## src/logic/bus_map_pkg.sv

```systemverilog
`default_nettype none

package bus_map_pkg;

   localparam int addr_w = 12;
   localparam int data_w = 32;

   typedef logic [addr_w-1:0] bus_addr_t;
   typedef logic [data_w-1:0] bus_word_t;

   // engine memory offset and configuration index widths
   localparam int eng_addr_w = 8;
   localparam int conf_reg_addr_w = 4;

   // region bases
   localparam bus_addr_t eng_base = 12'h800;
   localparam bus_addr_t conf_base = 12'h100;
   localparam bus_addr_t scratch_base = 12'h110;
   localparam bus_addr_t alias_addr = 12'h000;

   // masks keep the block bits, drop the in-block offset
   localparam bus_addr_t reg_blk_mask =
      bus_addr_t'({{(addr_w - conf_reg_addr_w){1'b1}}, {conf_reg_addr_w{1'b0}}});
   localparam bus_addr_t eng_blk_mask =
      bus_addr_t'({{(addr_w - eng_addr_w){1'b1}}, {eng_addr_w{1'b0}}});

endpackage

`default_nettype wire

```

## src/logic/engine_pkg.sv

```systemverilog
`default_nettype none

package engine_pkg;

   typedef logic [bus_map_pkg::conf_reg_addr_w-1:0] conf_idx_t;

   // configuration register indices
   localparam conf_idx_t reg_ctrl = 4'd0;
   localparam conf_idx_t reg_src = 4'd1;
   localparam conf_idx_t reg_dst = 4'd2;
   localparam conf_idx_t reg_len = 4'd3;
   localparam conf_idx_t reg_op = 4'd4;
   localparam conf_idx_t reg_const = 4'd5;

   typedef logic [bus_map_pkg::eng_addr_w-1:0] eng_off_t;

   // 0 to 256 elements
   typedef logic [bus_map_pkg::eng_addr_w:0] run_len_t;
   localparam run_len_t max_len = 9'd256;

   typedef enum logic [1:0] {
      op_copy = 2'd0,
      op_add_const = 2'd1,
      op_accum = 2'd2
   } eng_op_t;

   typedef enum logic [2:0] {
      st_idle,
      st_fill,
      st_stream,
      st_flush,
      st_done
   } ctrl_state_t;

endpackage

`default_nettype wire

```

## src/logic/run_counter.sv

```systemverilog
`timescale 1ns/10ps
`default_nettype none

module run_counter (
   input  wire logic                 clk,
   input  wire logic                 rst,
   input  wire logic                 load,
   input  wire logic                 step,
   input  wire engine_pkg::run_len_t run_len,
   output logic                      last,
   output logic                      empty
);

   // elements still to be read
   engine_pkg::run_len_t count;

   always_ff @(posedge clk) begin
      if (rst) begin
         count <= '0;
      end else if (load) begin
         count <= run_len;
      end else if (step) begin
         count <= count - 1'b1;
      end
   end

   assign last = (count == engine_pkg::run_len_t'(1));

   // while loading, look at the incoming length
   assign empty = load ? (run_len == '0) : (count == '0);

   a_no_underflow: assert property (@(posedge clk) disable iff (rst)
      step |-> count != '0);

endmodule

`default_nettype wire

```

## config.mk

```make
export PLATFORM = sky130hd
export DESIGN_NAME = run_counter
export DESIGN_NICKNAME = d
export VERILOG_FILES = /design/src/logic/bus_map_pkg.sv /design/src/logic/engine_pkg.sv /design/src/logic/run_counter.sv
export SDC_FILE = /design/constraint.sdc
export NUM_CORES = 1
export LEC_CHECK = 0
export ABC_AREA = 0
export BUFFER_PORTS_ARGS = -buffer_cell sky130_fd_sc_hd__clkbuf_2
export CAP_MARGIN = 15
export CORE_AREA = 2 2 39 41
export DETAILED_ROUTE_END_ITERATION = 8
export DIE_AREA = 0 0 41 43
export GPL_ROUTABILITY_DRIVEN = 0
export PLACE_DENSITY = 0.67
export SETUP_SLACK_MARGIN = 0.4
export SYNTH_ARGS = -nofsm -noshare
export SYNTH_HDL_FRONTEND = slang
export SYNTH_SLANG_ARGS = --single-unit
export TNS_END_PERCENT = 20
```

## constraint.sdc

```tcl
create_clock -name clk -period 2.2 [get_ports clk]
set_clock_uncertainty 0.05 [all_clocks]
set_input_delay 0.33 -clock clk [delete_from_list [all_inputs] [get_ports clk]]
set_output_delay 0.33 -clock clk [all_outputs]
set_load 0.02 [all_outputs]
```

==> impl_metrics.tcl <==
set metrics [dict create \
    cts_tree "yes" \
    layout-drive-gt1-share_pct 28.9 \
    synth_edf_count 0 \
    cts_setup_buffers 0 \
    die_x_um 41 \
    overflow 0 \
    largest_reg_flops 9 \
    io_buffers 14 \
    syn_area_per_cell_um2 8.37 \
    fin_nets 99 \
    area_growth_syn_to_layout_pct 26.6 \
    p_switching_w 0.000138 \
    viasPerCell 5.68 \
    antenna_found_initial 0 \
    yosys_warnings 0 \
    fin_crit_ns 2.28 \
    cpMostUsedCell "or4_4" \
    layout_setup_ws_ns -0.0850 \
    p_int_w 0.000295 \
    regMostFlops "count" \
    cts_root_buf "clkbuf_4" \
    post_dp_cell_area_um2 671 \
    die_h_um 43 \
    fmax_mhz 438 \
    cts_sinks 9 \
    finish.instance_area_um2 721 \
    worstHoldStart "run_len[6]" \
    status "complete, but fails checks" \
    syn_inst 68 \
    grt_pass1_wl_um 2110 \
    yosysUniqueCellTypes 30 \
    reg_top3 "count: 9 flops" \
    combPwrFrac_pct 23.8 \
    yosys_register_bits 9 \
    drtAntennaViolNets 0 \
    syn-num-nets 83 \
    start_util_pct 41.1 \
    diodes 0 \
    max_slew_margin_pct 63.6 \
    drtIter0Drc 6 \
    clk_pin_slew_worst_paths_ns 0.07 \
    swShare_pct 31.8 \
    worstPathRequired_ns 1.82 \
    fin_util_pct 52.1 \
    path_max_fanout 5 \
    wl_per_cell_um 12.8 \
    num_vias 562 \
    fin_setup_tns_ns -0.124 \
    dp_hpwl_um 934 \
    maxCapViolations 0 \
    crit_slowest_cell "or4_4" \
    path_cells "or4_4 > or4_4 > o21ai_4 > clkbuf_8" \
    fp.coreArea_mm2 0.00138 \
    hold_end "count[6]" \
    ys_seq_area_share_pct 31.6 \
    hold_buffers 0 \
    end_kind "output port" \
    track_usage_pct 17.9 \
    r2r_slack_ns 0.63 \
    total_power_w 0.000433 \
    hp-class "primary input to register" \
    firstDrtPassIters 4 \
    crit_arrival_ns 1.90 \
    synth-main-ff-cell "dfxtp_1" \
    wl_um 1270 \
    clockBufferDepth 2 \
    syn_area_um2 569 \
    setup_violations 2 \
    power.share.clock_pct 31.4 \
    rsz0062_at_grt "yes" \
    row_count 14 \
    max-vdd-ir-drop_v 0.000333 \
    critPathMaxStageDelay_ns 0.53 \
    finalCritPeriodShare_pct 104 \
    total_leakage_power_nw 0.320 \
    yosys-top-cells-area "dfxtp_1 (32%), inv_1 (5.3%), xor2_1 (4.6%)" \
    reg2reg_from "count[0]" \
    grt_pass1_vias 505 \
    ioPinCount 15 \
    report.final.slew_viol_count 0 \
    seq_power_share_pct 44.7 \
    reg2regPathDepth 5 \
    insertion_delay_ns 0.27 \
    tightest_slew_ns 0.544 \
    cts.htree.levels 1 \
    synth_top_area_cell "dfxtp_1" \
    dp.cells 95 \
    holdPathStages 3 \
    synthDominantCellAreaShare_pct 31.6 \
    final_hold_viol_count 0 \
    layout.cells.non_filler 99 \
    critPathKind "register to output port" \
    grt_max_degree 22 \
    power_density_mw_per_mm2 601 \
    drc_errors 0 \
    violations "setup timing" \
    r2r-end "count[6]" \
    dieArea_mm2 0.00176 \
    start_kind "register" \
    cts_made_buffers 3 \
    synthArstFlopShare_pct 0 \
]
logic make-up after synthesis:
kind of cell / synth area share (%)
AO/OA/AOI/OAI: 18.9
XOR/XNOR: 4.62
adder cells (fa/ha/maj): 4.39
buffers and inverters: 7.25
flip-flops: 31.6
multiplexers: 1.76
AND/OR/NAND/NOR: 31.4
layout by cell type (no fill, tap or decap), drive strengths merged, types with 3 or more instances in the layout:
master	netlist	final
a21oi	4	4
nor2b	3	3
nor4	4	4
inv	8	8
nor3	3	3
xor2	3	3
dfxtp	9	9
clkbuf	3	17
nor2	4	4
cells in the mapped netlist (2+ instances only):
library cell,count
o21a_1,2
or4_1,2
nor3_1,3
nor2b_1,3
nor2_1,4
a211oi_1,2
nand2b_1,2
nor4_1,4
xor2_1,3
clkbuf_1,3
nor4bb_1,2
inv_1,8
a21oi_1,4
dfxtp_1,9
ha_1,2
power by group through the flow:
stage / registers [W] / logic (W) / clock network, W
2_1_floorplan: 0.000193 / 0.0000726 / 0
3_3_place_gp: 0.000196 / 0.0000975 / 0
3_5_place_dp: 0.000197 / 0.0000981 / 0
4_1_cts: 0.000194 / 0.000103 / 0.000139
5_1_grt: 0.000196 / 0.000116 / 0.000149
6_report: 0.000194 / 0.000103 / 0.000136
critical path, delay by kind of cell (launching register included):
| kind | cells | cell delay (ns) |
|---|---|---|
| and+or+nand+nor | 2 | 1.00 |
| AOI/OAI and AO/OA | 1 | 0.14 |
| buffers and inverters | 1 | 0.15 |
| DFF | 1 | 0.34 |
worst max path at each step:
stage	start	endpoint	cells after the start
final	count[4]	empty	4
after global routing	count[4]	empty	4
after CTS	count[4]	empty	4
after detailed placement	count[4]	empty	4
after global placement	count[4]	empty	4
after floorplan	count[4]	empty	3
routing by layer:
metal	vias to the layer above	track usage [%]	wire, µm
li1	284	-	-
met1	262	22.5	555
met2	14	26.6	618
met3	2	9.42	81
met4	0	4.00	12
met5	-	0	0
metrics by stage:
step / worst slack [ns] / hold WS (ns)
2_1_floorplan: 0.299 / 0.425
3_3_place_gp: 0.180 / 0.542
3_5_place_dp: 0.175 / 0.548
4_1_cts: -0.0919 / 0.258
5_1_grt: -0.128 / 0.252
6_report: -0.0850 / 0.255
final cells by class:
type                       count  area (µm²)
sequential                     9         181
inverter                       8        30.0
timing repair buffer          14        87.6
fill                         135         663
multi-input combinational     48         374
tap                           16        20.0
clock buffer                   3        22.5
clock inverter                 1        5.00
what timing repair did:
item | 4_1_cts | 5_1_grt
setup endpoints to repair | 2 | 2
pin swaps | 0 | 0
resized for setup | 6 | 0
No activity file was read; power rests on OpenSTA's default activity.
