## src/logic/bus_map_pkg.sv

```systemverilog
`default_nettype none

package bus_map_pkg;

   localparam int addr_w = 12;
   localparam int data_w = 32;

   typedef logic [addr_w-1:0] bus_addr_t;
   typedef logic [data_w-1:0] bus_word_t;

   // engine memory offset and configuration index widths
   localparam int eng_addr_w = 8;
   localparam int conf_reg_addr_w = 4;

   // region bases
   localparam bus_addr_t eng_base = 12'h800;
   localparam bus_addr_t conf_base = 12'h100;
   localparam bus_addr_t scratch_base = 12'h110;
   localparam bus_addr_t alias_addr = 12'h000;

   // masks keep the block bits, drop the in-block offset
   localparam bus_addr_t reg_blk_mask =
      bus_addr_t'({{(addr_w - conf_reg_addr_w){1'b1}}, {conf_reg_addr_w{1'b0}}});
   localparam bus_addr_t eng_blk_mask =
      bus_addr_t'({{(addr_w - eng_addr_w){1'b1}}, {eng_addr_w{1'b0}}});

endpackage

`default_nettype wire

```

## src/logic/addr_decoder.sv

```systemverilog
`timescale 1ns/10ps
`default_nettype none

module addr_decoder (
   input  wire logic                   clk,
   input  wire logic                   rst,
   input  wire logic                   ctr_req,
   input  wire logic                   ctr_rnw,
   input  wire bus_map_pkg::bus_addr_t ctr_addr,
   input  wire bus_map_pkg::bus_word_t data_to_wr,
   input  wire bus_map_pkg::bus_word_t eng_data_to_rd,
   output logic                        eng_req,
   output logic                        conf_req,
   output bus_map_pkg::bus_word_t      data_to_rd
);

   logic hit_scratch;
   logic hit_conf;
   logic hit_eng;
   logic hit_alias;
   logic scratch_we;
   bus_map_pkg::bus_word_t scratch_reg;

   // priority: scratch, configuration, engine, then the alias at zero
   always_comb begin
      hit_scratch = 1'b0;
      hit_conf = 1'b0;
      hit_eng = 1'b0;
      hit_alias = 1'b0;
      if ((ctr_addr & bus_map_pkg::reg_blk_mask) == bus_map_pkg::scratch_base) begin
         hit_scratch = 1'b1;
      end else if ((ctr_addr & bus_map_pkg::reg_blk_mask) == bus_map_pkg::conf_base) begin
         hit_conf = 1'b1;
      end else if ((ctr_addr & bus_map_pkg::eng_blk_mask) == bus_map_pkg::eng_base) begin
         hit_eng = 1'b1;
      end else if (ctr_addr == bus_map_pkg::alias_addr) begin
         hit_alias = 1'b1;
      end
   end

   assign conf_req = ctr_req & (hit_conf | hit_alias);
   assign eng_req = ctr_req & hit_eng;
   assign scratch_we = ctr_req & ~ctr_rnw & hit_scratch;

   always_ff @(posedge clk) begin
      if (rst) begin
         scratch_reg <= '0;
      end else if (scratch_we) begin
         scratch_reg <= data_to_wr;
      end
   end

   // configuration is write only, reads as zero
   always_comb begin
      data_to_rd = '0;
      if (hit_scratch) begin
         data_to_rd = scratch_reg;
      end else if (hit_eng) begin
         data_to_rd = eng_data_to_rd;
      end
   end

   a_one_region: assert property (@(posedge clk) disable iff (rst)
      !(eng_req && conf_req));

endmodule

`default_nettype wire

```

## config.mk

```make
export PLATFORM = sky130hd
export DESIGN_NAME = addr_decoder
export DESIGN_NICKNAME = d
export VERILOG_FILES = /design/src/logic/bus_map_pkg.sv /design/src/logic/addr_decoder.sv
export SDC_FILE = /design/constraint.sdc
export NUM_CORES = 1
export LEC_CHECK = 0
export ABC_CLOCK_PERIOD_IN_PS = 1300
export BUFFER_PORTS_ARGS = -buffer_cell sky130_fd_sc_hd__buf_2
export CELL_PAD_IN_SITES_DETAIL_PLACEMENT = 1
export CELL_PAD_IN_SITES_GLOBAL_PLACEMENT = 1
export CORE_MARGIN = 2
export CORE_UTILIZATION = 30
export CTS_CLUSTER_DIAMETER = 150
export CTS_CLUSTER_SIZE = 28
export DETAILED_ROUTE_END_ITERATION = 10
export HOLD_SLACK_MARGIN = 0.1
export PLACE_DENSITY = 0.84
export SYNTH_ARGS = -nofsm -noshare
export SYNTH_HDL_FRONTEND = slang
export SYNTH_SLANG_ARGS = --single-unit
```

## constraint.sdc

```tcl
create_clock -name clk -period 1.3 [get_ports clk]
set_input_delay 0.13 -clock clk [delete_from_list [all_inputs] [get_ports clk]]
set_output_delay 0.13 -clock clk [all_outputs]
set_load 0.01 [all_outputs]
```

==> flow_metrics.tcl, run 1 <==
set metrics [dict create \
    status "finished with violations" \
    violations "negative setup slack" \
    powerDensity_mw_per_mm2 774 \
    die_area_mm2 0.00707 \
    clk_pin_slew_ps 70 \
    max_freq_ghz 0.731 \
    ys_seq_elements 32 \
    drt_iter0_drc 17 \
    drt.antenna.violating_nets 0 \
    r2r-start "scratch_reg[7]" \
    firstDrtPassIters 4 \
    pwr-share-comb_pct 13.9 \
    rsz0062_at_grt "true" \
    fin_crit_sh_pct 105 \
    largest_reg_flops 32 \
    worst_setup_path_end_kind "primary output" \
    cp_data_required_time_ps 1170 \
    avgSynthCellArea_um2 10.1 \
    hold_viol_final 0 \
    clock-root-buffer "clkbuf_8" \
    slew_headroom_pct 50.7 \
    maxSlewViolCount 0 \
    place_area_mm2 0.00252 \
    wl_per_cell_um 14.0 \
    syn_inst 191 \
    core_area_mm2 0.00628 \
    vdd_drop_max_mv 0.410 \
    p_clk_share_pct 42.2 \
    timing.rr.end "scratch_reg[7]" \
    die_w_um 84.1 \
    synth_area_mm2 0.00192 \
    yosys_warnings 0 \
    routed_wl_mm 5.37 \
    antenna_found_initial 0 \
    drcViolationCount 0 \
    io_buffers 113 \
    cts_buffers 5 \
    worstMarginPinSlew_ps 740 \
    critical_path.slowest_cell "nor4b_4" \
    path_buf_inv 3 \
    ys_types 20 \
    clock_skew_ps 0 \
    min_period_ps 1370 \
    rrSetupSlack_ps 680 \
    htree_num_levels 2 \
    place_ws_ps -106 \
    p_sw_share_pct 21.9 \
    syn2layout_area_growth_pct 50.0 \
    setup_slack_ps -67.7 \
    final-setup-viol-count 31 \
    clock_path_buffers 2 \
    grt_max_degree 65 \
    cp.arrival_ps 1240 \
    p_sw_w 0.000488 \
    reg2reg_depth 2 \
    start_util_pct 30.7 \
    crit_path_start_kind "primary input" \
    routed_via_density 4.72 \
    hp-class "in -> reg" \
    leakage_nw 1.24 \
    cts.sinks 32 \
    grt_pass1_wl_mm 8.73 \
    overflow 0 \
    track_usage_pct 15.2 \
    worstHoldEndpoint "scratch_reg[22]" \
    synth_seq_area_share_pct 33.3 \
    cts_tree "done" \
    drive_gt1_share_pct 49.8 \
    io-pin-count 114 \
    vias 1812 \
    gp_congestion 0.674 \
    min_path_cells 3 \
    p_total_w 0.00223 \
    final_nets 386 \
    path_cells "buf_8 > nor4b_4 > and3_4 > buf_12 > a22o_1 > buf_2" \
    cpLargestDelayFamily "simple AND/OR/NAND/NOR gates" \
    grt_pass1_vias 1938 \
    rows 29 \
    seq_power_share_pct 43.9 \
    utilization_pct 46.0 \
    whs_ps 107 \
    dp_hpwl_mm 3.96 \
    insertion_delay_ps 280 \
    n_antenna_cell 0 \
    fin_area_mm2 0.00289 \
    fp.dieH_um 84.1 \
    synth_nets 271 \
    cap_violations 0 \
    min_from "data_to_wr[22]" \
    path_max_fanout 17 \
    power.internal_w 0.00175 \
    critPathKind "in -> out" \
    slowest_delay_ps 300 \
]
-- kinds of logic (layout without fill, tap and decap cells) --
kind of cell           Yosys count  count (layout)  share of synthesized area, %
DFF                             32              32                          33.3
buffers and inverters           19             135                          8.45
and+or+nand+nor                 75              75                          25.4
muxes                           32              32                          16.6
AOI/OAI and AO/OA               33              33                          16.3
-- power groups by stage --
stage / clock [W] / sequential, W / combinational (W)
after floorplan: 0 / 0.00100 / 0.000120
after global placement: 0 / 0.00100 / 0.000261
after detailed placement: 0 / 0.00100 / 0.000269
after CTS: 0.000982 / 0.000980 / 0.000307
after global routing: 0.00103 / 0.000980 / 0.000343
final: 0.000942 / 0.000981 / 0.000311
-- timing repair --
item | in CTS | in global routing
gates cloned | 0 | 0
setup buffers | 0 | 0
hold endpoints to repair | 7 | 1
setup endpoints to repair | 32 | 32
pin swaps | 2 | 0
resized for setup | 28 | 5
hold buffers | 7 | 1
-- per-stage QoR --
stage                     setup TNS (ps)  instances
after floorplan                        0        191
after global placement             -2710        368
after detailed placement           -4730        368
after CTS                           -957        383
after global routing               -2210        384
final                               -859        384
-- worst register-to-register path: cells and delay by family (launching register included) --
family	cells	cell delay (ps)
flip-flops	1	340
AND/OR/NAND/NOR	1	60
multiplexers	1	140
-- worst max path at each step --
| stage | from | end | slack [ps] | cells after the start |
|---|---|---|---|---|
| 2_1_floorplan | ctr_addr[8] | data_to_rd[12] | 110 | 5 |
| 3_3_place_gp | ctr_addr[8] | data_to_rd[7] | -100 | 6 |
| 3_5_place_dp | ctr_addr[8] | data_to_rd[30] | -110 | 6 |
| 4_1_cts | ctr_addr[10] | data_to_rd[30] | -50 | 6 |
| 5_1_grt | ctr_addr[10] | data_to_rd[20] | -110 | 6 |
| 6_report | ctr_addr[10] | data_to_rd[20] | -70 | 6 |
-- layer usage --
layer / share of wire [%] / vias up / wire length, µm / global-route usage, %
met2: 53 / 72 / 2870 / 29.5
met1: 39 / 841 / 2100 / 16.0
li1: - / 893 / - / -
met5: 0 / - / 0 / 0
met4: 0.52 / 0 / 28 / 3.52
met3: 6.8 / 6 / 368 / 4.15
-- area by class of cell --
| cell class | count | area (µm²) |
|---|---|---|
| fillers | 734 | 3390 |
| multi-input cells | 140 | 1150 |
| repair buffers | 127 | 896 |
| flip-flops and latches | 32 | 641 |
| well taps | 77 | 96.3 |
| clock buffers | 6 | 72.6 |
| clock inverters | 2 | 35.0 |
-- Yosys cell counts --
master / n / area (µm²)
a22o_1: 11 / 96.3
a22o_2: 21 / 210
a31oi_1: 1 / 6.26
and2_1: 1 / 6.26
and3_1: 1 / 6.26
and3_2: 1 / 7.51
and4_1: 1 / 8.76
buf_12: 3 / 60.1
buf_2: 1 / 5.00
buf_4: 3 / 22.5
buf_6: 4 / 45.0
clkbuf_1: 8 / 30.0
dfxtp_1: 32 / 641
mux2i_1: 32 / 320
nand2b_1: 64 / 400
nor2_1: 1 / 3.75
nor2b_1: 1 / 6.26
nor3_1: 3 / 15.0
nor4b_4: 1 / 23.8
nor4bb_1: 1 / 10.0
-- cells in the final DEF, fill, tap and decap left out, types with 4 or more instances in the layout --
master	instances
a22o_1	11
a22o_2	20
buf_12	4
buf_2	90
buf_6	24
clkbuf_8	5
dfxtp_1	32
dlygate4sd3_1	8
mux2i_1	32
nand2b_1	64
Power figures use the tool's default switching activity.
==> run 2, diff against run 1 <==
--- a/config.mk
+++ b/config.mk
@@ -5,14 +5,13 @@
 export SDC_FILE = /design/constraint.sdc
 export NUM_CORES = 1
 export LEC_CHECK = 0
-export ABC_CLOCK_PERIOD_IN_PS = 1300
+export ABC_CLOCK_PERIOD_IN_PS = 1700
 export BUFFER_PORTS_ARGS = -buffer_cell sky130_fd_sc_hd__buf_2
 export CELL_PAD_IN_SITES_DETAIL_PLACEMENT = 1
 export CELL_PAD_IN_SITES_GLOBAL_PLACEMENT = 1
 export CORE_MARGIN = 2
 export CORE_UTILIZATION = 30
 export CTS_CLUSTER_DIAMETER = 150
-export CTS_CLUSTER_SIZE = 28
 export DETAILED_ROUTE_END_ITERATION = 10
 export HOLD_SLACK_MARGIN = 0.1
 export PLACE_DENSITY = 0.84
==> constraint.sdc (replaced) <==
create_clock -name clk -period 1.7 [get_ports clk]
set_input_delay 0.17 -clock clk [delete_from_list [all_inputs] [get_ports clk]]
set_output_delay 0.17 -clock clk [all_outputs]
set_load 0.01 [all_outputs]
==> run 2 against run 1 <==
The flow now finishes without violations. Register-to-register slack better by 380 ps. Sequential share of layout area is 2.1 points higher. Clock-buffer cell count is 1 higher. Global-route usage is 1.2 points lower. Core utilization is 4.0 points lower. Hold slack better by 43 ps. Cell count is 2.1% lower. Worst setup slack better by 290 ps. Non-clock buffer count is 8 lower.
==> flow_metrics.tcl, run 2 (synthesized netlist as in run 1, its figures left out) <==
set metrics [dict create \
    crit_top_cell "buf_2" \
    vias 1776 \
    maxSlewViolCount 0 \
    hp-class "in -> reg" \
    insertion_delay_ps 270 \
    dp_hpwl_mm 3.86 \
    status "finished, final reports clean" \
    worstHoldEndpoint "scratch_reg[28]" \
    clk_pin_slew_ps 60 \
    leakage_nw 1.18 \
    io-pin-count 114 \
    cts_buffers 5 \
    die_w_um 84.1 \
    core_area_mm2 0.00628 \
    timing.rr.end "scratch_reg[3]" \
    cp.arrival_ps 1310 \
    cts_hold_buf 0 \
    grt_pass1_wl_mm 8.15 \
    die_area_mm2 0.00707 \
    worst_setup_path_end_kind "primary output" \
    worstMarginPinSlew_ps 428 \
    drt.antenna.violating_nets 0 \
    gp_congestion 0.704 \
    cp_data_required_time_ps 1530 \
    reg2reg_depth 2 \
    cts_tree "done" \
    clock_path_buffers 2 \
    min_from "data_to_wr[28]" \
    clock_skew_ps 0 \
    wl_per_cell_um 13.2 \
    final_cell_mix "113 x buf_2, 64 x nand2b_1, 32 x mux2i_1, 32 x dfxtp_1, 21 x a22o_2" \
    vdd_drop_max_mv 0.385 \
    cts_resized 0 \
    track_usage_pct 14.0 \
    grt_pass1_vias 1881 \
    critical_path.slowest_cell "nor4b_4" \
    cts.sinks 32 \
    hold_viol_final 0 \
    syn2layout_area_growth_pct 36.9 \
    final-setup-viol-count 0 \
    path_cells "buf_2 > nor4b_4 > and3_2 > buf_12 > a22o_1 > buf_2" \
    fp.dieH_um 84.1 \
    fin_cells 376 \
    post_cts_buffers 0 \
    grt_max_degree 65 \
    powerDensity_mw_per_mm2 660 \
    slew_headroom_pct 71.5 \
    n_antenna_cell 0 \
    dp_cells 368 \
    tns_ps 0 \
    crit_path_start_kind "primary input" \
    final_nets 378 \
    clock-root-buffer "clkbuf_8" \
    rows 29 \
    min_path_cells 3 \
    drt_iter0_drc 39 \
    max_freq_ghz 0.676 \
    routed_wl_mm 4.98 \
    path_max_fanout 15 \
    r2r-start "scratch_reg[3]" \
    htree_num_levels 2 \
    layout_commonest_cell "buf_2" \
    rrSetupSlack_ps 1060 \
    io_buffers 113 \
    largest_reg_flops 32 \
    routed_via_density 4.72 \
    drive_gt1_share_pct 50.5 \
    rsz0062_at_grt "false" \
    start_util_pct 30.7 \
    cap_violations 0 \
    critPathKind "in -> out" \
    fin_crit_sh_pct 87.0 \
    min_period_ps 1480 \
    slowest_delay_ps 310 \
    drcViolationCount 0 \
    antenna_found_initial 0 \
    firstDrtPassIters 3 \
    overflow 0 \
]
## run 2: cell count changes in the layout (fill, tap and decap cells not counted), sizes merged
cell	before	now
clkinv	1	0
clkbuf	6	7
dlygate4sd3	8	0
## run 2: report_power, final
group | switching [W] | internal [W]
logic | 0.0000789 | 0.000124
registers | 0.000000295 | 0.000750
clock network | 0.000269 | 0.000517
total | 0.000348 | 0.00139
## run 2: worst max path at each step
stage / endpoint / cells past startpoint / from / slack [ps]
after floorplan: data_to_rd[12] / 5 / ctr_addr[8] / 430
after global placement: data_to_rd[7] / 6 / ctr_addr[8] / 230
after detailed placement: scratch_reg[31] / 5 / ctr_addr[7] / 180
after CTS: data_to_rd[12] / 6 / ctr_addr[7] / 210
after global routing: data_to_rd[31] / 6 / ctr_addr[7] / 120
final: data_to_rd[12] / 6 / ctr_addr[9] / 220
## run 2: area by class of cell
class                   count  area (µm²)
clock buffers               7        96.3
flip-flops and latches     32         641
well taps                  77        96.3
multi-input cells         140        1120
repair buffers            119         648
clock inverters             1        30.0
fillers                   755        3640
## run 2: worst max-delay path, delay by kind of cell
| kind | cells | cell delay [ps] |
|---|---|---|
| compound gates | 1 | 130 |
| simple gates | 2 | 600 |
| buf+inv | 3 | 400 |
## run 2: routing by layer
metal | part of all wire [%] | track usage [%] | up-vias | wire length [µm]
met5 | 0 | 0 | - | 0
met4 | 0.32 | 3.52 | 0 | 16
met3 | 7.7 | 3.86 | 2 | 385
met2 | 51 | 26.4 | 72 | 2520
met1 | 41 | 15.2 | 820 | 2050
li1 | - | - | 882 | -
## run 2: through the flow
| stage | worst slack [ps] | power (W) | utilization, % | cell area, µm² | hold slack (ps) |
|---|---|---|---|---|---|
| after floorplan | 434 | 0.000859 | - | 1920 | 325 |
| after global placement | 230 | 0.000968 | 39.9 | 2510 | 432 |
| after detailed placement | 181 | 0.000974 | 39.9 | 2510 | 440 |
| after CTS | 209 | 0.00178 | 42.0 | 2630 | 135 |
| after global routing | 117 | 0.00183 | 42.0 | 2630 | 144 |
| final | 221 | 0.00174 | 42.0 | 2630 | 150 |
