[src/logic/bus_map_pkg.sv]
`default_nettype none

package bus_map_pkg;

   localparam int addr_w = 12;
   localparam int data_w = 32;

   typedef logic [addr_w-1:0] bus_addr_t;
   typedef logic [data_w-1:0] bus_word_t;

   // engine memory offset and configuration index widths
   localparam int eng_addr_w = 8;
   localparam int conf_reg_addr_w = 4;

   // region bases
   localparam bus_addr_t eng_base = 12'h800;
   localparam bus_addr_t conf_base = 12'h100;
   localparam bus_addr_t scratch_base = 12'h110;
   localparam bus_addr_t alias_addr = 12'h000;

   // masks keep the block bits, drop the in-block offset
   localparam bus_addr_t reg_blk_mask =
      bus_addr_t'({{(addr_w - conf_reg_addr_w){1'b1}}, {conf_reg_addr_w{1'b0}}});
   localparam bus_addr_t eng_blk_mask =
      bus_addr_t'({{(addr_w - eng_addr_w){1'b1}}, {eng_addr_w{1'b0}}});

endpackage

`default_nettype wire

[src/logic/engine_pkg.sv]
`default_nettype none

package engine_pkg;

   typedef logic [bus_map_pkg::conf_reg_addr_w-1:0] conf_idx_t;

   // configuration register indices
   localparam conf_idx_t reg_ctrl = 4'd0;
   localparam conf_idx_t reg_src = 4'd1;
   localparam conf_idx_t reg_dst = 4'd2;
   localparam conf_idx_t reg_len = 4'd3;
   localparam conf_idx_t reg_op = 4'd4;
   localparam conf_idx_t reg_const = 4'd5;

   typedef logic [bus_map_pkg::eng_addr_w-1:0] eng_off_t;

   // 0 to 256 elements
   typedef logic [bus_map_pkg::eng_addr_w:0] run_len_t;
   localparam run_len_t max_len = 9'd256;

   typedef enum logic [1:0] {
      op_copy = 2'd0,
      op_add_const = 2'd1,
      op_accum = 2'd2
   } eng_op_t;

   typedef enum logic [2:0] {
      st_idle,
      st_fill,
      st_stream,
      st_flush,
      st_done
   } ctrl_state_t;

endpackage

`default_nettype wire

[src/logic/eng_datapath.sv]
`timescale 1ns/10ps
`default_nettype none

module eng_datapath (
   input  wire logic                   clk,
   input  wire logic                   rst,
   input  wire logic                   addr_load,
   input  wire logic                   rd_adv,
   input  wire logic                   acc_clear,
   input  wire logic                   acc_en,
   input  wire engine_pkg::eng_op_t    op,
   input  wire engine_pkg::eng_off_t   src_off,
   input  wire engine_pkg::eng_off_t   dst_off,
   input  wire bus_map_pkg::bus_word_t const_val,
   input  wire bus_map_pkg::bus_word_t rd_data,
   output engine_pkg::eng_off_t        rd_addr,
   output engine_pkg::eng_off_t        wr_addr,
   output bus_map_pkg::bus_word_t      wr_data
);

   logic wr_adv;
   bus_map_pkg::bus_word_t acc;
   bus_map_pkg::bus_word_t add_a;
   bus_map_pkg::bus_word_t sum;

   // write side trails the read side by the memory latency
   always_ff @(posedge clk) begin
      if (rst) begin
         wr_adv <= 1'b0;
      end else begin
         wr_adv <= rd_adv;
      end
   end

   // pointers wrap at 256
   always_ff @(posedge clk) begin
      if (addr_load) begin
         rd_addr <= src_off;
         wr_addr <= dst_off;
      end else begin
         if (rd_adv) begin
            rd_addr <= rd_addr + 1'b1;
         end
         if (wr_adv && op != engine_pkg::op_accum) begin
            wr_addr <= wr_addr + 1'b1;
         end
      end
   end

   // one adder: constant for add, running total for accumulate
   assign add_a = (op == engine_pkg::op_accum) ? acc : const_val;
   assign sum = add_a + rd_data;

   // accumulator starts from the constant so the final sum includes it
   always_ff @(posedge clk) begin
      if (acc_clear) begin
         acc <= const_val;
      end else if (acc_en) begin
         acc <= sum;
      end
   end

   assign wr_data = (op == engine_pkg::op_copy) ? rd_data : sum;

endmodule

`default_nettype wire

[config.mk]
export PLATFORM = sky130hd
export DESIGN_NAME = eng_datapath
export DESIGN_NICKNAME = d
export VERILOG_FILES = /design/src/logic/bus_map_pkg.sv /design/src/logic/engine_pkg.sv /design/src/logic/eng_datapath.sv
export SDC_FILE = /design/constraint.sdc
export NUM_CORES = 1
export LEC_CHECK = 0
export BUFFER_PORTS_ARGS = -buffer_cell sky130_fd_sc_hd__buf_2
export CAP_MARGIN = 20
export CORE_MARGIN = 4
export CORE_UTILIZATION = 40
export CTS_CLUSTER_SIZE = 25
export DETAILED_ROUTE_END_ITERATION = 12
export PLACE_DENSITY = 0.62
export SLEW_MARGIN = 30
export SYNTH_ARGS = -nofsm -noshare
export SYNTH_HDL_FRONTEND = slang
export SYNTH_SLANG_ARGS = --single-unit
[constraint.sdc]
create_clock -name clk -period 4.3 [get_ports clk]
set_input_delay 0.43 -clock clk [delete_from_list [all_inputs] [get_ports clk]]
set_output_delay 0.43 -clock clk [all_outputs]
set_load 0.03 [all_outputs]
==> run summary, run 1 <==
• **Die Area** 14300 um^2
• **final hold violation count** 0
• **total global-route track usage** 21.1%
• **Synth-to-Final Area Change** 20.7%
• **final worst path period need** 4.11 ns
• **clock root buffer** sky130_fd_sc_hd__clkbuf_16
• **type of element capturing the critical path** primary output
• **Post-layout nets** 857
• **count of maximum capacitance violations** 0
• **starting DRC count in detailed routing** 339
• **critical path startpoint category** primary input
• **Inserted Clock Buffers** 5
• **clock transition at the registers of the reported paths** 0.08 ns
• **antenna violations before repair** 0
• **sequential fraction of the synthesis area** 29.4%
• **commonest cells after routing, fill and taps aside** sky130_fd_sc_hd__buf_2, sky130_fd_sc_hd__nand2_1, sky130_fd_sc_hd__o21ai_0, sky130_fd_sc_hd__edfxtp_1, sky130_fd_sc_hd__a21oi_1
• **sinks on the clock net** 49
• **average wire per cell in the routed design** 16.7 um
• **largest area contributor in the netlist** sky130_fd_sc_hd__edfxtp_1
• **Peak Freq** 244 MHz
• **Placement Setup Slack** 0.131 ns
• **HP Class** primary input to register
• **pin count of the biggest net entering global routing** 48
• **average footprint of a synthesized cell** 8.19 um^2
• **post-route total power** 0.00213 W
• **Yosys warning count** 0
• **total I/O pin count** 136
• **Final setup viols** 0
• **Synth cell types** 56
• **minimum setup slack in the final design** 0.195 ns
• **synthesized net count** 733
• **post-DP HPWL** 11.9 mm
• **DRT Pass-1 Iters** 5
• **CORE AREA** 12100 um^2
• **maximum clock path buffer count** 2
• **final sum of negative setup slack** 0 ns
• **most common cell after layout, fill and taps aside** sky130_fd_sc_hd__buf_2
• **GP Congestion** 0.954
• **number of global-route vias before repair** 4812
• **worst slew margin relative to its limit** 41.5%
• **ys async rst share** 0%
• **number of standard-cell rows in the floorplan** 40
• **number of pins exceeding their max-slew limit in the final report** 0
• **Initial Utilization** 41.1%
• **clock latency of the later-clocked register in the worst-skew pair** 0.30 ns
• **crit path DAT** 3.68 ns
• **top post-synthesis cells by area** sky130_fd_sc_hd__edfxtp_1, sky130_fd_sc_hd__ha_1, sky130_fd_sc_hd__mux2_2
• **global-route wire length before repair** 24.7 mm
• **hold buffers post-CTS** 0
• **worst IR drop on VDD** 0.189 mV
• **final setup skew** 0.0120 ns
• **highest fanout seen on the critical path** 6
• **Synth top area share** 29.0%
• **floorplan die height** 120 um
• **most used flip-flop cell after synthesis** sky130_fd_sc_hd__edfxtp_1
• **die outline width** 120 um
• **leakage component of the power** 2.56 nW
• **required time reported for the critical path endpoint** 3.87 ns
• **total wire length** 15.1 mm
• **instance count of the mapped netlist** 608
• **DRC** 0
• **slew at the pin with the worst max-slew slack** 0.878 ns
• **final critical-path share of the clock period** 95.5%
• **share of cells above drive strength 1** 27.3%
• **count of vias placed by the detailed router** 4931
• **outcome** complete, no violations
• **Vias/cell** 5.47
• **EDFF count, synth** 48
• **pwr/cell area** 355 nW/um^2
• **Port Buffer Count** 135
• **register bit count reported by yosys** 49
• **type of the worst setup path** primary input to primary output
• **GRT overflow** 0
• **number of nets with antenna violations after detailed routing** 0
• **CTS HTree Levels** 2
• **Ant. Diodes** 0
• **RSZ-0062 raised after global routing** no
• **post-synthesis instance area** 4980 um^2
• **TritonCTS clock tree** built
## routing by layer
metal | track usage, % | routed length (um) | vias up
li1 | - | - | 2508
met1 | 29.9 | 7130 | 2261
met2 | 34.1 | 6850 | 156
met3 | 3.82 | 982 | 6
met4 | 3.58 | 102 | 0
met5 | 0 | 0 | -
## state kept, by name, indices dropped and copies added (netlist names)
name / flops
acc: 32
rd_addr: 8
wr_addr: 8
wr_adv: 1
## area by class of cell
cell class,count,area [um^2]
Inverter,11,41.3
Fill cell,1215,6110
Clock inverter,3,25.0
Tap cell,168,210
Clock buffer,5,125
Sequential cell,49,1460
Multi-Input combinational cell,520,3380
Timing Repair Buffer,145,763
## critical path: stages
cell	delay, ns
sky130_fd_sc_hd__buf_2	0.12
sky130_fd_sc_hd__nor2b_4	0.27
sky130_fd_sc_hd__buf_4	0.20
sky130_fd_sc_hd__mux2_2	0.33
sky130_fd_sc_hd__ha_1	0.34
sky130_fd_sc_hd__or3_1	0.37
sky130_fd_sc_hd__o211ai_2	0.14
sky130_fd_sc_hd__a211oi_2	0.16
sky130_fd_sc_hd__or4_4	0.54
sky130_fd_sc_hd__and3_4	0.20
sky130_fd_sc_hd__o31ai_1	0.32
sky130_fd_sc_hd__buf_2	0.26
## per-stage QoR
step,util [%],cell area [um^2],hold slack (ns),cells
floorplan,-,4980,0.502,608
global placement,48.3,5840,0.596,892
detailed placement,48.3,5840,0.591,892
CTS,49.5,5990,0.264,900
global route,49.6,6010,0.273,901
finish,49.6,6010,0.270,901
## report_power, final
group	leakage [nW]	total (W)	switching, W	internal (W)
clock	0.0708	0.000424	0.000203	0.000221
combinational	1.99	0.00107	0.000686	0.000382
sequential	0.501	0.000643	0.0000293	0.000614
total	2.56	0.00213	0.000918	0.00122
## logic make-up (layout without fill, tap and decap cells)
| kind of cell | Yosys count | in the layout | synth area share, % |
|---|---|---|---|
| multiplexers | 35 | 35 | 7.89 |
| flip-flops | 49 | 49 | 29.4 |
| XOR/XNOR | 31 | 31 | 5.45 |
| buffers and inverters | 39 | 164 | 3.12 |
| AO/OA/AOI/OAI | 189 | 189 | 23.7 |
| adder cells (fa/ha/maj) | 37 | 37 | 9.45 |
| AND/OR/NAND/NOR | 228 | 228 | 21.0 |
## cell usage after synthesis, types with 5 or more instances
cell type	number
sky130_fd_sc_hd__a211oi_1	8
sky130_fd_sc_hd__a21o_1	12
sky130_fd_sc_hd__a21oi_1	45
sky130_fd_sc_hd__a31oi_1	5
sky130_fd_sc_hd__and3_1	9
sky130_fd_sc_hd__clkbuf_1	25
sky130_fd_sc_hd__edfxtp_1	48
sky130_fd_sc_hd__ha_1	36
sky130_fd_sc_hd__inv_1	10
sky130_fd_sc_hd__mux2_2	34
sky130_fd_sc_hd__nand2_1	100
sky130_fd_sc_hd__nand2b_1	7
sky130_fd_sc_hd__nand3_1	22
sky130_fd_sc_hd__nand4_1	8
sky130_fd_sc_hd__nor2_1	41
sky130_fd_sc_hd__nor2b_1	6
sky130_fd_sc_hd__nor3_1	14
sky130_fd_sc_hd__nor4_1	5
sky130_fd_sc_hd__o21a_1	8
sky130_fd_sc_hd__o21ai_0	66
sky130_fd_sc_hd__o31ai_1	11
sky130_fd_sc_hd__xnor2_1	14
sky130_fd_sc_hd__xor2_1	17
## worst paths after layout
| path | slack [ns] | cells past startpoint | endpoint | from |
|---|---|---|---|---|
| max | 0.19 | 12 | wr_data[23] | op[1] |
| min reg2reg | 0.67 | 1 | wr_addr[0] | wr_addr[0] |
| min | 0.27 | 2 | wr_adv | rst |
| max reg2reg | 1.23 | 9 | acc[31] | acc[4] |
## repair_timing
item / CTS / global route
resized for setup: 0 / 1
buffers inserted: 0 / 1
setup endpoints to repair: 0 / 9
Note: power is estimated with default switching activity, not from simulation.
==> run 2: changes to the inputs <==
==> constraint.sdc (replaced) <==
create_clock -name clk -period 4.3 [get_ports clk]
set_input_delay 1.075 -clock clk [delete_from_list [all_inputs] [get_ports clk]]
set_output_delay 1.075 -clock clk [all_outputs]
set_load 0.03 [all_outputs]
==> run summary, run 2 (same netlist as run 1, synthesis figures left out) <==
• **slowest stage cell on the critical path** sky130_fd_sc_hd__or4_4, unchanged
• **crit path DAT** 3.91 ns, was 3.68 ns
• **HP Class** register to register, was primary input to register
• **registers with the most flip-flops** acc (32), rd_addr (8), wr_addr (8), unchanged
• **antenna violations before repair** 0, unchanged
• **share of cells above drive strength 1** 55.0%, was 27.3%
• **slew at the pin with the worst max-slew slack** 0.904 ns, was 0.878 ns
• **worst slew margin relative to its limit** 39.8%, was 41.5%
• **minimum setup slack in the final design** -0.690 ns, was 0.195 ns
• **global-route wire length before repair** 28.7 mm, was 24.7 mm
• **Multi-input gate area** 4520 um^2, was 3380 um^2
• **count of vias placed by the detailed router** 5759, was 4931
• **die outline width** 120 um, unchanged
• **clock transition at the registers of the reported paths** 0.07 ns, was 0.08 ns
• **final worst path period need** 4.99 ns, was 4.11 ns
• **count of maximum capacitance violations** 0, unchanged
• **RSZ-0062 raised after global routing** yes, was no
• **origin of the critical flop-to-flop path** acc[0], was acc[4]
• **number of fill cells in the layout** 922, was 1215
• **final design instance area without fill** 8630 um^2, was 6010 um^2
• **placed inst area** 7310 um^2, was 5840 um^2
• **end of the worst hold path** rd_addr[0], was wr_adv
• **worst hold path depth** 1, was 2
• **hold buffers post-CTS** 0, unchanged
• **number of pins exceeding their max-slew limit in the final report** 0, unchanged
• **violated checks** negative setup slack
• **required time reported for the critical path endpoint** 3.22 ns, was 3.87 ns
• **most crowded layer after global routing** met2, unchanged
• **Post-layout nets** 1017, was 857
• **met3 Track Usage GR** 4.34%, was 3.82%
• **worst setup slack for register-to-register paths** 1.42 ns, was 1.23 ns
• **largest stage delay on the critical path** 0.59 ns, was 0.54 ns
• **Vias/cell** 5.43, was 5.47
• **type of element capturing the critical path** primary output, unchanged
• **CTS HTree Levels** 2, unchanged
• **leakage component of the power** 3.65 nW, was 2.56 nW
• **number of global-route vias before repair** 5918, was 4812
• **sinks on the clock net** 49, unchanged
• **Final setup viols** 27, was 0
• **commonest cells after routing, fill and taps aside** sky130_fd_sc_hd__buf_4, sky130_fd_sc_hd__buf_2, sky130_fd_sc_hd__nand2_1, sky130_fd_sc_hd__edfxtp_1, sky130_fd_sc_hd__o21ai_0, was sky130_fd_sc_hd__buf_2, sky130_fd_sc_hd__nand2_1, sky130_fd_sc_hd__o21ai_0, sky130_fd_sc_hd__edfxtp_1, sky130_fd_sc_hd__a21oi_1
• **logic depth of the worst path, buffers included** 13, was 12
• **maximum clock path buffer count** 2, unchanged
• **floorplan die height** 120 um, unchanged
• **depth of the most critical reg-to-reg path** 14, was 9
• **Peak Freq** 200 MHz, was 244 MHz
• **Die Area** 14300 um^2, unchanged
• **DRT Pass-1 Iters** 4, was 5
• **final critical-path share of the clock period** 116%, was 95.5%
• **total global-route track usage** 24.4%, was 21.1%
• **post-route total power** 0.00286 W, was 0.00213 W
• **total wire length** 18.0 mm, was 15.1 mm
• **source of the worst hold timing path** rd_addr[0], was rst
• **type of the worst setup path** primary input to primary output, unchanged
• **Synth-to-Final Area Change** 73.3%, was 20.7%
• **total I/O pin count** 136, unchanged
• **number of nets with antenna violations after detailed routing** 0, unchanged
• **most common cell after layout, fill and taps aside** sky130_fd_sc_hd__buf_4, was sky130_fd_sc_hd__buf_2
• **clock latency of the later-clocked register in the worst-skew pair** 0.31 ns, was 0.30 ns
• **Crit path buffers/inverters** 5, was 3
• **GR Util met2** 43.5%, was 34.1%
• **pin count of the biggest net entering global routing** 36, was 48
• **Port Buffer Count** 135, unchanged
• **register with the most flip-flops** acc, unchanged
• **final setup skew** 0.0110 ns, was 0.0120 ns
• **DRC** 0, unchanged
• **Register Area** 1460 um^2, unchanged
• **TritonCTS clock tree** built, unchanged
• **clock root buffer** sky130_fd_sc_hd__clkbuf_16, unchanged
• **critical path startpoint category** primary input, unchanged
• **final hold violation count** 0, unchanged
• **CORE AREA** 12100 um^2, unchanged
• **Ant. Diodes** 0, unchanged
• **Initial Utilization** 41.1%, unchanged
• **average wire per cell in the routed design** 17.0 um, was 16.7 um
• **post-DP HPWL** 13.3 mm, was 11.9 mm
• **GRT overflow** 0, unchanged
• **outcome** complete, but fails checks, was complete, no violations
• **starting DRC count in detailed routing** 235, was 339
• **highest fanout seen on the critical path** 6, unchanged
• **worst IR drop on VDD** 0.177 mV, was 0.189 mV
• **met1 global-route usage** 30.4%, was 29.9%
• **crit-path cells** buf_8 > nor2b_4 > buf_12 > buf_8 > buf_6 > mux2_4 > ha_4 > a21o_1 > or2_1 > or4_4 > and3_4 > o31ai_4 > buf_6, was buf_2 > nor2b_4 > buf_4 > mux2_2 > ha_1 > or3_1 > o211ai_2 > a211oi_2 > or4_4 > and3_4 > o31ai_1 > buf_2
• **reg2reg end** acc[30], was acc[31]
• **Inserted Clock Buffers** 5, unchanged
• **pwr/cell area** 332 nW/um^2, was 355 nW/um^2
• **family with the most delay on the worst path** simple AND/OR/NAND/NOR gates, unchanged
• **number of standard-cell rows in the floorplan** 40, unchanged
• **GP Congestion** 0.928, was 0.954
• **flip-flop count of the largest register after layout** 32, unchanged
run 2: cell types whose count changed in the layout (fill, tap and decap cells not counted), sizes merged:
cell | before | now
buf | 145 | 305
run 2: how the worst max path moves through the flow:
stage                     start     endpoint  slack (ns)
after floorplan           op[1]  wr_data[28]       -0.45
after global placement    op[0]  wr_data[28]       -0.72
after detailed placement  op[0]  wr_data[28]       -0.78
after CTS                 op[0]  wr_data[28]       -0.69
after global routing      op[1]  wr_data[28]       -0.80
final                     op[0]  wr_data[23]       -0.69
run 2: timing repair:
| action | 4_1_cts | 5_1_grt |
|---|---|---|
| resized for setup | 125 | 52 |
| gates cloned | 1 | 0 |
| buffers inserted | 26 | 18 |
| pin swaps | 62 | 58 |
| setup endpoints to repair | 27 | 29 |
run 2: metal layers:
layer | part of all wire [%] | up-vias
met2 | 51 | 172
met4 | 2.5 | 0
met5 | 0 | -
li1 | - | 2824
met1 | 42 | 2725
met3 | 5.0 | 38
run 2: layout make-up:
type                    count  area share (%)
clock inverters             3           0.290
inverters                  11           0.479
clock buffers               5            1.45
flip-flops and latches     49            16.9
well taps                 168            2.44
repair buffers            305            26.0
multi-input cells         520            52.4
run 2: per-stage QoR:
step | cells | hold slack, ns | setup TNS, ns | util, % | worst slack [ns]
finish | 1061 | 0.650 | -13.75 | 71.2 | -0.690
global route | 1061 | 0.696 | -16.38 | 71.2 | -0.805
CTS | 1046 | 0.651 | -12.24 | 68.0 | -0.685
detailed placement | 1013 | 0.641 | -14.17 | 60.3 | -0.785
global placement | 1013 | 0.627 | -13.02 | 60.3 | -0.719
floorplan | 608 | 0.723 | -5.04 | - | -0.445
run 2: power by group:
part	switching, W	leakage, nW	internal (W)
combinational	0.000935	3.07	0.000848
sequential	0.0000306	0.501	0.000614
clock	0.000213	0.0708	0.000221
