[config.mk]
export PLATFORM = sky130hd
export DESIGN_NAME = conf_regs
export DESIGN_NICKNAME = d
export VERILOG_FILES = /design/src/logic/bus_map_pkg.sv /design/src/logic/engine_pkg.sv /design/src/logic/conf_regs.sv
export SDC_FILE = /design/constraint.sdc
export NUM_CORES = 1
export LEC_CHECK = 0
export ABC_AREA = 1
export BUFFER_PORTS_ARGS = -buffer_cell sky130_fd_sc_hd__buf_4
export CORE_UTILIZATION = 45
export CTS_CLUSTER_DIAMETER = 60
export DETAILED_ROUTE_END_ITERATION = 8
export GPL_ROUTABILITY_DRIVEN = 1
export GPL_TIMING_DRIVEN = 1
export PLACE_DENSITY = 0.83
export SYNTH_ARGS = -nofsm -noshare
export SYNTH_HDL_FRONTEND = slang
export SYNTH_SLANG_ARGS = --single-unit
[constraint.sdc]
create_clock -name clk -period 1.6 [get_ports clk]
set_clock_uncertainty 0.15 [all_clocks]
set_input_delay 0.48 -clock clk [delete_from_list [all_inputs] [get_ports clk]]
set_output_delay 0.48 -clock clk [all_outputs]
set_load 0.03 [all_outputs]
[src/logic/bus_map_pkg.sv]
`default_nettype none

package bus_map_pkg;

   localparam int addr_w = 12;
   localparam int data_w = 32;

   typedef logic [addr_w-1:0] bus_addr_t;
   typedef logic [data_w-1:0] bus_word_t;

   // engine memory offset and configuration index widths
   localparam int eng_addr_w = 8;
   localparam int conf_reg_addr_w = 4;

   // region bases
   localparam bus_addr_t eng_base = 12'h800;
   localparam bus_addr_t conf_base = 12'h100;
   localparam bus_addr_t scratch_base = 12'h110;
   localparam bus_addr_t alias_addr = 12'h000;

   // masks keep the block bits, drop the in-block offset
   localparam bus_addr_t reg_blk_mask =
      bus_addr_t'({{(addr_w - conf_reg_addr_w){1'b1}}, {conf_reg_addr_w{1'b0}}});
   localparam bus_addr_t eng_blk_mask =
      bus_addr_t'({{(addr_w - eng_addr_w){1'b1}}, {eng_addr_w{1'b0}}});

endpackage

`default_nettype wire

[src/logic/engine_pkg.sv]
`default_nettype none

package engine_pkg;

   typedef logic [bus_map_pkg::conf_reg_addr_w-1:0] conf_idx_t;

   // configuration register indices
   localparam conf_idx_t reg_ctrl = 4'd0;
   localparam conf_idx_t reg_src = 4'd1;
   localparam conf_idx_t reg_dst = 4'd2;
   localparam conf_idx_t reg_len = 4'd3;
   localparam conf_idx_t reg_op = 4'd4;
   localparam conf_idx_t reg_const = 4'd5;

   typedef logic [bus_map_pkg::eng_addr_w-1:0] eng_off_t;

   // 0 to 256 elements
   typedef logic [bus_map_pkg::eng_addr_w:0] run_len_t;
   localparam run_len_t max_len = 9'd256;

   typedef enum logic [1:0] {
      op_copy = 2'd0,
      op_add_const = 2'd1,
      op_accum = 2'd2
   } eng_op_t;

   typedef enum logic [2:0] {
      st_idle,
      st_fill,
      st_stream,
      st_flush,
      st_done
   } ctrl_state_t;

endpackage

`default_nettype wire

[src/logic/conf_regs.sv]
`timescale 1ns/10ps
`default_nettype none

module conf_regs (
   input  wire logic                   clk,
   input  wire logic                   rst,
   input  wire logic                   conf_req,
   input  wire logic                   ctr_rnw,
   input  wire bus_map_pkg::bus_addr_t ctr_addr,
   input  wire bus_map_pkg::bus_word_t data_to_wr,
   output logic                        start,
   output engine_pkg::eng_off_t        src_off,
   output engine_pkg::eng_off_t        dst_off,
   output engine_pkg::run_len_t        run_len,
   output engine_pkg::eng_op_t         op,
   output bus_map_pkg::bus_word_t      const_val
);

   engine_pkg::conf_idx_t idx;
   logic wr;
   engine_pkg::run_len_t len_clip;
   engine_pkg::eng_op_t op_in;

   assign idx = ctr_addr[bus_map_pkg::conf_reg_addr_w-1:0];
   assign wr = conf_req & ~ctr_rnw;

   assign len_clip = (data_to_wr > bus_map_pkg::bus_word_t'(engine_pkg::max_len)) ?
                     engine_pkg::max_len : data_to_wr[bus_map_pkg::eng_addr_w:0];

   // unknown codes fall back to copy
   always_comb begin
      case (data_to_wr)
         32'd1:   op_in = engine_pkg::op_add_const;
         32'd2:   op_in = engine_pkg::op_accum;
         default: op_in = engine_pkg::op_copy;
      endcase
   end

   always_ff @(posedge clk) begin
      if (rst) begin
         src_off <= '0;
         dst_off <= '0;
         run_len <= '0;
         op <= engine_pkg::op_copy;
         const_val <= '0;
      end else if (wr) begin
         case (idx)
            engine_pkg::reg_src:   src_off <= data_to_wr[bus_map_pkg::eng_addr_w-1:0];
            engine_pkg::reg_dst:   dst_off <= data_to_wr[bus_map_pkg::eng_addr_w-1:0];
            engine_pkg::reg_len:   run_len <= len_clip;
            engine_pkg::reg_op:    op <= op_in;
            engine_pkg::reg_const: const_val <= data_to_wr;
            default: ;
         endcase
      end
   end

   // ctrl is not stored, bit 0 fires a one-cycle start
   always_ff @(posedge clk) begin
      if (rst) begin
         start <= 1'b0;
      end else begin
         start <= wr && (idx == engine_pkg::reg_ctrl) && data_to_wr[0];
      end
   end

endmodule

`default_nettype wire

==> results of run 1 <==
cell families (layout without fill, tap and decap cells):
family / count (synthesis) / in the layout / synth area share [%]
flops: 60 / 60 / 48.2
compound gates: 108 / 108 / 22.0
buf+inv: 76 / 205 / 14.4
simple gates: 84 / 84 / 15.4
power groups by stage:
stage / registers, mW / clock network (mW) / logic, mW
4_1_cts: 1.52 / 1.25 / 0.334
6_report: 1.52 / 1.22 / 0.335
2_1_floorplan: 1.59 / 0 / 0.104
5_1_grt: 1.52 / 1.33 / 0.364
3_5_place_dp: 1.55 / 0 / 0.331
3_3_place_gp: 1.55 / 0 / 0.325
flip-flops by register name, indices dropped and copies added (netlist names):
register,cells
const_val,32
src_off,8
start,1
run_len,9
dst_off,8
op,2
final timing paths:
check | start | endpoint | slack [ns] | cells after the start
max | run_len[8]$_SDFFE_PP0P_ | run_len[8] | 0.09 | 1
min | rst | src_off[4]$_SDFFE_PP0P_ | 0.26 | 2
max reg2reg | run_len[8]$_SDFFE_PP0P_ | run_len[8]$_SDFFE_PP0P_ | 0.59 | 4
min reg2reg | const_val[26]$_SDFFE_PP0P_ | const_val[26]$_SDFFE_PP0P_ | 0.29 | 2
per-layer routing:
layer / track usage [%] / up-vias
met2: 37.9 / 111
met3: 5.87 / 11
met5: 0 / -
met1: 29.2 / 1090
met4: 12.1 / 0
li1: - / 1306
stage by stage:
step                      hold slack (ns)  worst slack, ns  setup TNS, ns
final                               0.262           0.0898              0
after global routing                0.254           0.0644              0
after CTS                           0.240           0.0473              0
after detailed placement            0.286           -0.233          -3.24
after global placement              0.281          -0.0803          -1.49
after floorplan                     0.417           0.0307              0
layout make-up:
type / count / area, µm²
multi-input combinational: 192 / 933
tap: 70 / 87.6
clock inverter: 2 / 10.0
inverter: 60 / 230
fill: 440 / 1540
timing repair buffer: 131 / 1030
sequential: 60 / 1200
clock buffer: 12 / 165
layout by cell type (no fill, tap or decap), types with 2 or more instances in the layout:
cell type	Yosys	routed
a21oi_1	59	59
buf_12	0	4
buf_4	0	127
clkbuf_8	0	12
clkinv_2	0	2
dfxtp_1	60	60
inv_1	57	57
inv_2	2	2
nand2_1	31	31
nand3_1	20	20
nand3_4	2	2
nor2_1	28	27
o21ai_0	21	20
o21ai_1	26	27
o21ai_2	2	2
==> out/qor.yml, run 1 <==
row_count: 26
vias: 2518
crit_type: "reg -> out"
power_mw: 3.08
gr-total-overflow: 0
grt_pass1_wl_mm: 10.7
fin_crit_sh_pct: 94.4
async_reset_ff_share_pct: 0
ctsHoldBuffers: 0
hold_violations: 0
dr_wl_met3_um: 515
synth_largest_area_cell: "dfxtp_1"
grt_pass1_vias: 2351
finalSetupViolCount: 0
drtIter0Drc: 102
end_kind: "primary output"
critPathBufInv: 1
drt-vias-per-instance: 4.78
hold_path.class: "in -> reg"
cts-root-buf: "clkbuf_8"
antenna_found_initial: 0
synthTopCellsByCount: "dfxtp_1, a21oi_1, inv_1, nand2_1, nor2_1"
io_buffers: 99
dp_cells: 513
synth-main-ff-cell: "dfxtp_1"
slew_headroom_pct: 81.4
synth_top_area_share_pct: 48.2
required_ns: 0.97
cts_resized: 0
nets: 502
switching_share_pct: 24.1
stdcell_count: 527
combPwrFrac_pct: 10.9
grt_max_degree: 43
final-max-slew-violation-count: 0
arrival_ns: 0.88
clock_path_buffers: 2
fmax_ghz: 0.662
slowest_delay_ns: 0.37
ys_types: 18
intPower_mw: 2.34
postCtsSetupBuffers: 0
worstSetupStartpointType: "register"
crit_family: "flip-flops"
path_cells: "buf_4"
drt_pre_antenna_iters: 5
wirelength_mm: 6.67
worst_pin_slew_ns: 0.278
leakage_nw: 1.62
cap_violations: 0
clk_pin_slew_ns: 0.07
wl_met2_mm: 3.17
dpl_cell_area_um2: 3480
cp_max_fo: 2
remaining_drc_errors: 0
ys_seq_area_share_pct: 48.2
ys_ff_latch: 60
drtAntennaViolNets: 0
drive_gt1_share_pct: 33.9
post-route-cell-area_um2: 3660
ir_drop_v: 0.000590
design.die.area_um2: 5840
diodes: 0
fp.dieH_um: 76.4
fin_crit_ns: 1.51
ys_warn_count: 0
status: "completed"
synth_area_leaders: "dfxtp_1, a21oi_1, inv_1"
syn2layout_area_growth_pct: 47.0
ios: 108
wl_met1_mm: 2.86
grt_util_all_layers_pct: 23.6
finish.utilization_pct: 70.3
start_util_pct: 47.9
crit_slowest_cell: "dfxtp_1"
sequentialPowerShare_pct: 49.4
die_w_um: 76.4
synth_fp_nets: 376
synth_edf_count: 0
synth_area_um2: 2490
rsz0062_at_grt: "no"
core_um2: 5200
cts_tree: "yes"
cts_num_sinks: 60
numCtsBuffers: 9
syn_area_per_cell_um2: 7.59
insertion_delay_ns: 0.32
synth_most_common_cell: "dfxtp_1"
netSwitchingPower_mw: 0.741
hpwl_mm: 4.79
synthCells: 328
power_density_nw_per_um2: 840
cts_htree_levels: 3
gp_congestion: 0.842
top_layer_used: "met4"
p_clk_share_pct: 39.7
routedWlPerCell_um: 12.7
Note: power is estimated with default switching activity, not from simulation.
==> inputs of run 2 (changes only) <==
PLACE_DENSITY = 0.78   (was 0.83)
==> out/qor.yml, run 2 (synthesized netlist as in run 1, its figures left out) <==
status: "completed"
whs_endpoint: "op[1]$_SDFFE_PP0P_"
intPower_mw: 2.46
crit_family: "flip-flops"
r2r_slack_ns: 0.74
layout_commonest_cell: "buf_4"
start_util_pct: 47.9
final-max-slew-violation-count: 0
slowest_delay_ns: 0.38
syn2layout_area_growth_pct: 48.1
diodes: 0
arrival_ns: 0.88
drt_pre_antenna_iters: 4
antenna_found_initial: 0
hold_path.class: "in -> reg"
grt_util_all_layers_pct: 21.9
clock_path_buffers: 2
path_cells: "buf_4"
power_density_nw_per_um2: 862
fin_crit_ns: 1.51
cts_num_sinks: 60
hp-start: "rst"
rsz0062_at_grt: "no"
finalSetupViolCount: 0
gr-total-overflow: 0
ios: 108
cts-root-buf: "clkbuf_8"
r2r_end: "run_len[8]$_SDFFE_PP0P_"
grt_pass1_wl_mm: 10.1
reg_top3: "const_val (32), run_len (9)"
core_um2: 5200
r2r_start: "run_len[8]$_SDFFE_PP0P_"
io_buffers: 99
clk_pin_slew_ns: 0.06
p_clk_share_pct: 41.7
row_count: 26
hpwl_mm: 4.60
ctsHoldBuffers: 0
timing.hold.ws_ns: 0.262
end_kind: "primary output"
vias: 2476
required_ns: 0.97
ir_drop_v: 0.000901
cts_htree_levels: 3
leakage_nw: 1.63
crit_type: "reg -> out"
combPwrFrac_pct: 10.5
numCtsBuffers: 9
routedWlPerCell_um: 11.7
drtIter0Drc: 58
cp_max_fo: 2
critPathBufInv: 1
remaining_drc_errors: 0
die_w_um: 76.4
crit_slowest_cell: "dfxtp_1"
largest_reg_flops: 32
drive_gt1_share_pct: 33.8
cts_tree: "yes"
regMostFlops: "const_val"
cap_violations: 0
fin_crit_sh_pct: 94.5
worst_pin_slew_ns: 0.258
drtAntennaViolNets: 0
netSwitchingPower_mw: 0.722
hold_violations: 0
nets: 504
fp.dieH_um: 76.4
fmax_ghz: 0.661
drt-vias-per-instance: 4.68
worstSetupStartpointType: "register"
rr_worst_depth: 4
fillerInstances: 460
min_delay_path_depth: 2
postCtsSetupBuffers: 0
final_cell_mix: "buf_4, dfxtp_1, a21oi_1, inv_1, nand2_1"
insertion_delay_ns: 0.32
switching_share_pct: 22.7
stdcell_count: 529
wirelength_mm: 6.18
sequentialPowerShare_pct: 47.8
dp_cells: 515
grt_max_degree: 36
cts_resized: 0
gp_congestion: 0.855
grt_pass1_vias: 2259
design.die.area_um2: 5840
slew_headroom_pct: 82.7
run 2: power by group through the flow:
stage / sequential, mW / clock [mW] / combinational, mW
finish: 1.52 / 1.32 / 0.335
global route: 1.52 / 1.44 / 0.363
CTS: 1.52 / 1.36 / 0.336
detailed placement: 1.55 / 0 / 0.335
global placement: 1.55 / 0 / 0.330
floorplan: 1.59 / 0 / 0.104
run 2: cell type report:
class                      instances  area, µm²  share of cell area (%)
sequential                        60       1200                    32.6
clock inverter                     2       35.0                   0.950
inverter                          60        230                    6.24
multi-input combinational        192        931                    25.2
clock buffer                      12        155                    4.21
timing repair buffer             133       1050                    28.4
tap                               70       87.6                    2.37
run 2: how the worst max path moves through the flow:
stage | cells after the start | from | endpoint
final | 1 | op[0]$_SDFFE_PP0P_ | op[0]
after global placement | 7 | ctr_addr[1] | const_val[7]$_SDFFE_PP0P_
after floorplan | 9 | conf_req | dst_off[0]$_SDFFE_PP0P_
after detailed placement | 7 | ctr_addr[1] | const_val[20]$_SDFFE_PP0P_
after CTS | 1 | op[0]$_SDFFE_PP0P_ | op[0]
after global routing | 1 | op[0]$_SDFFE_PP0P_ | op[0]
run 2: through the flow:
stage          TNS, ns  utilization (%)  instance area [µm²]  power (mW)  worst slack, ns
2_1_floorplan        0                -                 2490        1.69           0.0307
4_1_cts              0             70.9                 3690        3.21           0.0932
3_5_place_dp     -3.66             67.2                 3500        1.89           -0.120
6_report             0             70.9                 3690        3.18           0.0880
5_1_grt              0             70.9                 3690        3.32           0.0431
3_3_place_gp     -3.06             67.2                 3500        1.88          -0.0918
run 2: routing by layer:
metal	global-route usage (%)	vias to the layer above	wire length [µm]	part of all wire (%)
li1	-	1308	-	-
met1	27.6	1075	2880	47
met2	36.6	86	2890	47
met3	4.31	7	353	5.7
met4	8.65	0	64	1.0
met5	0	-	0	0
==> inputs of run 3 (changes only) <==
CTS_BUF_LIST = sky130_fd_sc_hd__clkbuf_8   (was unset)
==> out/qor.yml, run 3 (synthesized netlist as in run 1, its figures left out) <==
switching_share_pct: 22.8
power_density_nw_per_um2: 861
nets: 504
met1_usage_pct: 27.6
hold_violations: 0
grt_max_degree: 36
postCtsSetupBuffers: 0
final-max-slew-violation-count: 0
cp_max_fo: 2
insertion_delay_ns: 0.32
fin_crit_ns: 1.51
syn2layout_area_growth_pct: 48.1
grt_pass1_vias: 2259
combPwrFrac_pct: 10.5
design.die.area_um2: 5840
regMostFlops: "const_val"
fp.dieH_um: 76.4
end_kind: "primary output"
path_cells: "buf_4"
timing.hold.ws_ns: 0.262
critPathBufInv: 1
leakage_nw: 1.63
numCtsBuffers: 9
fmax_ghz: 0.662
io_buffers: 99
cts_htree_levels: 3
register_area_um2: 1200
grt_util_all_layers_pct: 21.9
fillerInstances: 460
top_usage_layer: "met2"
clock_path_buffers: 2
cts_num_sinks: 60
fin_crit_sh_pct: 94.4
dpl_cell_area_um2: 3500
layout_setup_ws_ns: 0.0896
routedWlPerCell_um: 11.6
slew_headroom_pct: 82.7
remaining_drc_errors: 0
cap_violations: 0
cts-root-buf: "clkbuf_8"
cts_tree: "yes"
post-route-cell-area_um2: 3690
ctsHoldBuffers: 0
gr-total-overflow: 0
gp_congestion: 0.855
status: "completed"
sequentialPowerShare_pct: 47.9
layout_commonest_cell: "buf_4"
clk_pin_slew_ns: 0.06
intPower_mw: 2.45
hpwl_mm: 4.60
vias: 2477
drtAntennaViolNets: 0
ir_drop_v: 0.000900
drt-vias-per-instance: 4.68
power_mw: 3.17
core_um2: 5200
diodes: 0
reg_top3: "const_val (32), run_len (9)"
rsz0062_at_grt: "no"
drive_gt1_share_pct: 33.8
worstSetupStartpointType: "register"
arrival_ns: 0.88
grt_pass1_wl_mm: 10.1
crit_slowest_cell: "dfxtp_1"
p_clk_share_pct: 41.6
crit_family: "flip-flops"
required_ns: 0.97
use_met2_pct: 36.6
post-place-ws_ns: -0.120
drt_pre_antenna_iters: 4
final_cell_mix: "buf_4, dfxtp_1, a21oi_1, inv_1, nand2_1"
ios: 108
multiInputGateArea_um2: 931
die_w_um: 76.4
netSwitchingPower_mw: 0.722
hold_path.class: "in -> reg"
finalSetupViolCount: 0
slowest_delay_ns: 0.38
row_count: 26
crit_type: "reg -> out"
antenna_found_initial: 0
drtIter0Drc: 60
start_util_pct: 47.9
groute.layer.met3.usage_pct: 4.31
worst_pin_slew_ns: 0.258
largest_reg_flops: 32
cts_resized: 0
wirelength_mm: 6.16
-- run 3: cell count changes in the layout (fill, tap and decap cells not counted) --
| cell | before | now |
|---|---|---|
| clkbuf_1 | 1 | 0 |
| inv_1 | 57 | 58 |
-- run 3: routing by layer --
metal	vias up	routed length [µm]
met4	0	64
met2	89	2890
li1	1307	-
met3	7	379
met5	-	0
met1	1074	2830
-- run 3: final cells by class --
cell class / count / area share [%]
inverter: 60 / 6.24
clock buffer: 11 / 4.10
multi-input combinational: 192 / 25.2
sequential: 60 / 32.6
timing repair buffer: 133 / 28.4
clock inverter: 3 / 1.05
tap: 70 / 2.37
-- run 3: power groups by stage --
| stage | registers (mW) | clock network, mW | logic (mW) |
|---|---|---|---|
| floorplan | 1.59 | 0 | 0.104 |
| global placement | 1.55 | 0 | 0.330 |
| detailed placement | 1.55 | 0 | 0.335 |
| CTS | 1.52 | 1.35 | 0.336 |
| global route | 1.52 | 1.43 | 0.363 |
| finish | 1.52 | 1.32 | 0.335 |
-- run 3: through the flow --
| stage | TNS (ns) | utilization, % | instances |
|---|---|---|---|
| floorplan | 0 | - | 328 |
| global placement | -3.06 | 67.2 | 515 |
| detailed placement | -3.66 | 67.2 | 515 |
| CTS | 0 | 70.9 | 529 |
| global route | 0 | 70.9 | 529 |
| finish | 0 | 70.9 | 529 |
-- run 3: worst paths after layout --
path	start	to	slack [ns]	cells after the start
setup reg to reg	run_len[8]$_SDFFE_PP0P_	run_len[8]$_SDFFE_PP0P_	0.74	4
hold / removal	rst	op[1]$_SDFFE_PP0P_	0.26	2
setup / recovery	op[0]$_SDFFE_PP0P_	op[0]	0.09	1
hold reg to reg	const_val[11]$_SDFFE_PP0P_	const_val[11]$_SDFFE_PP0P_	0.29	2
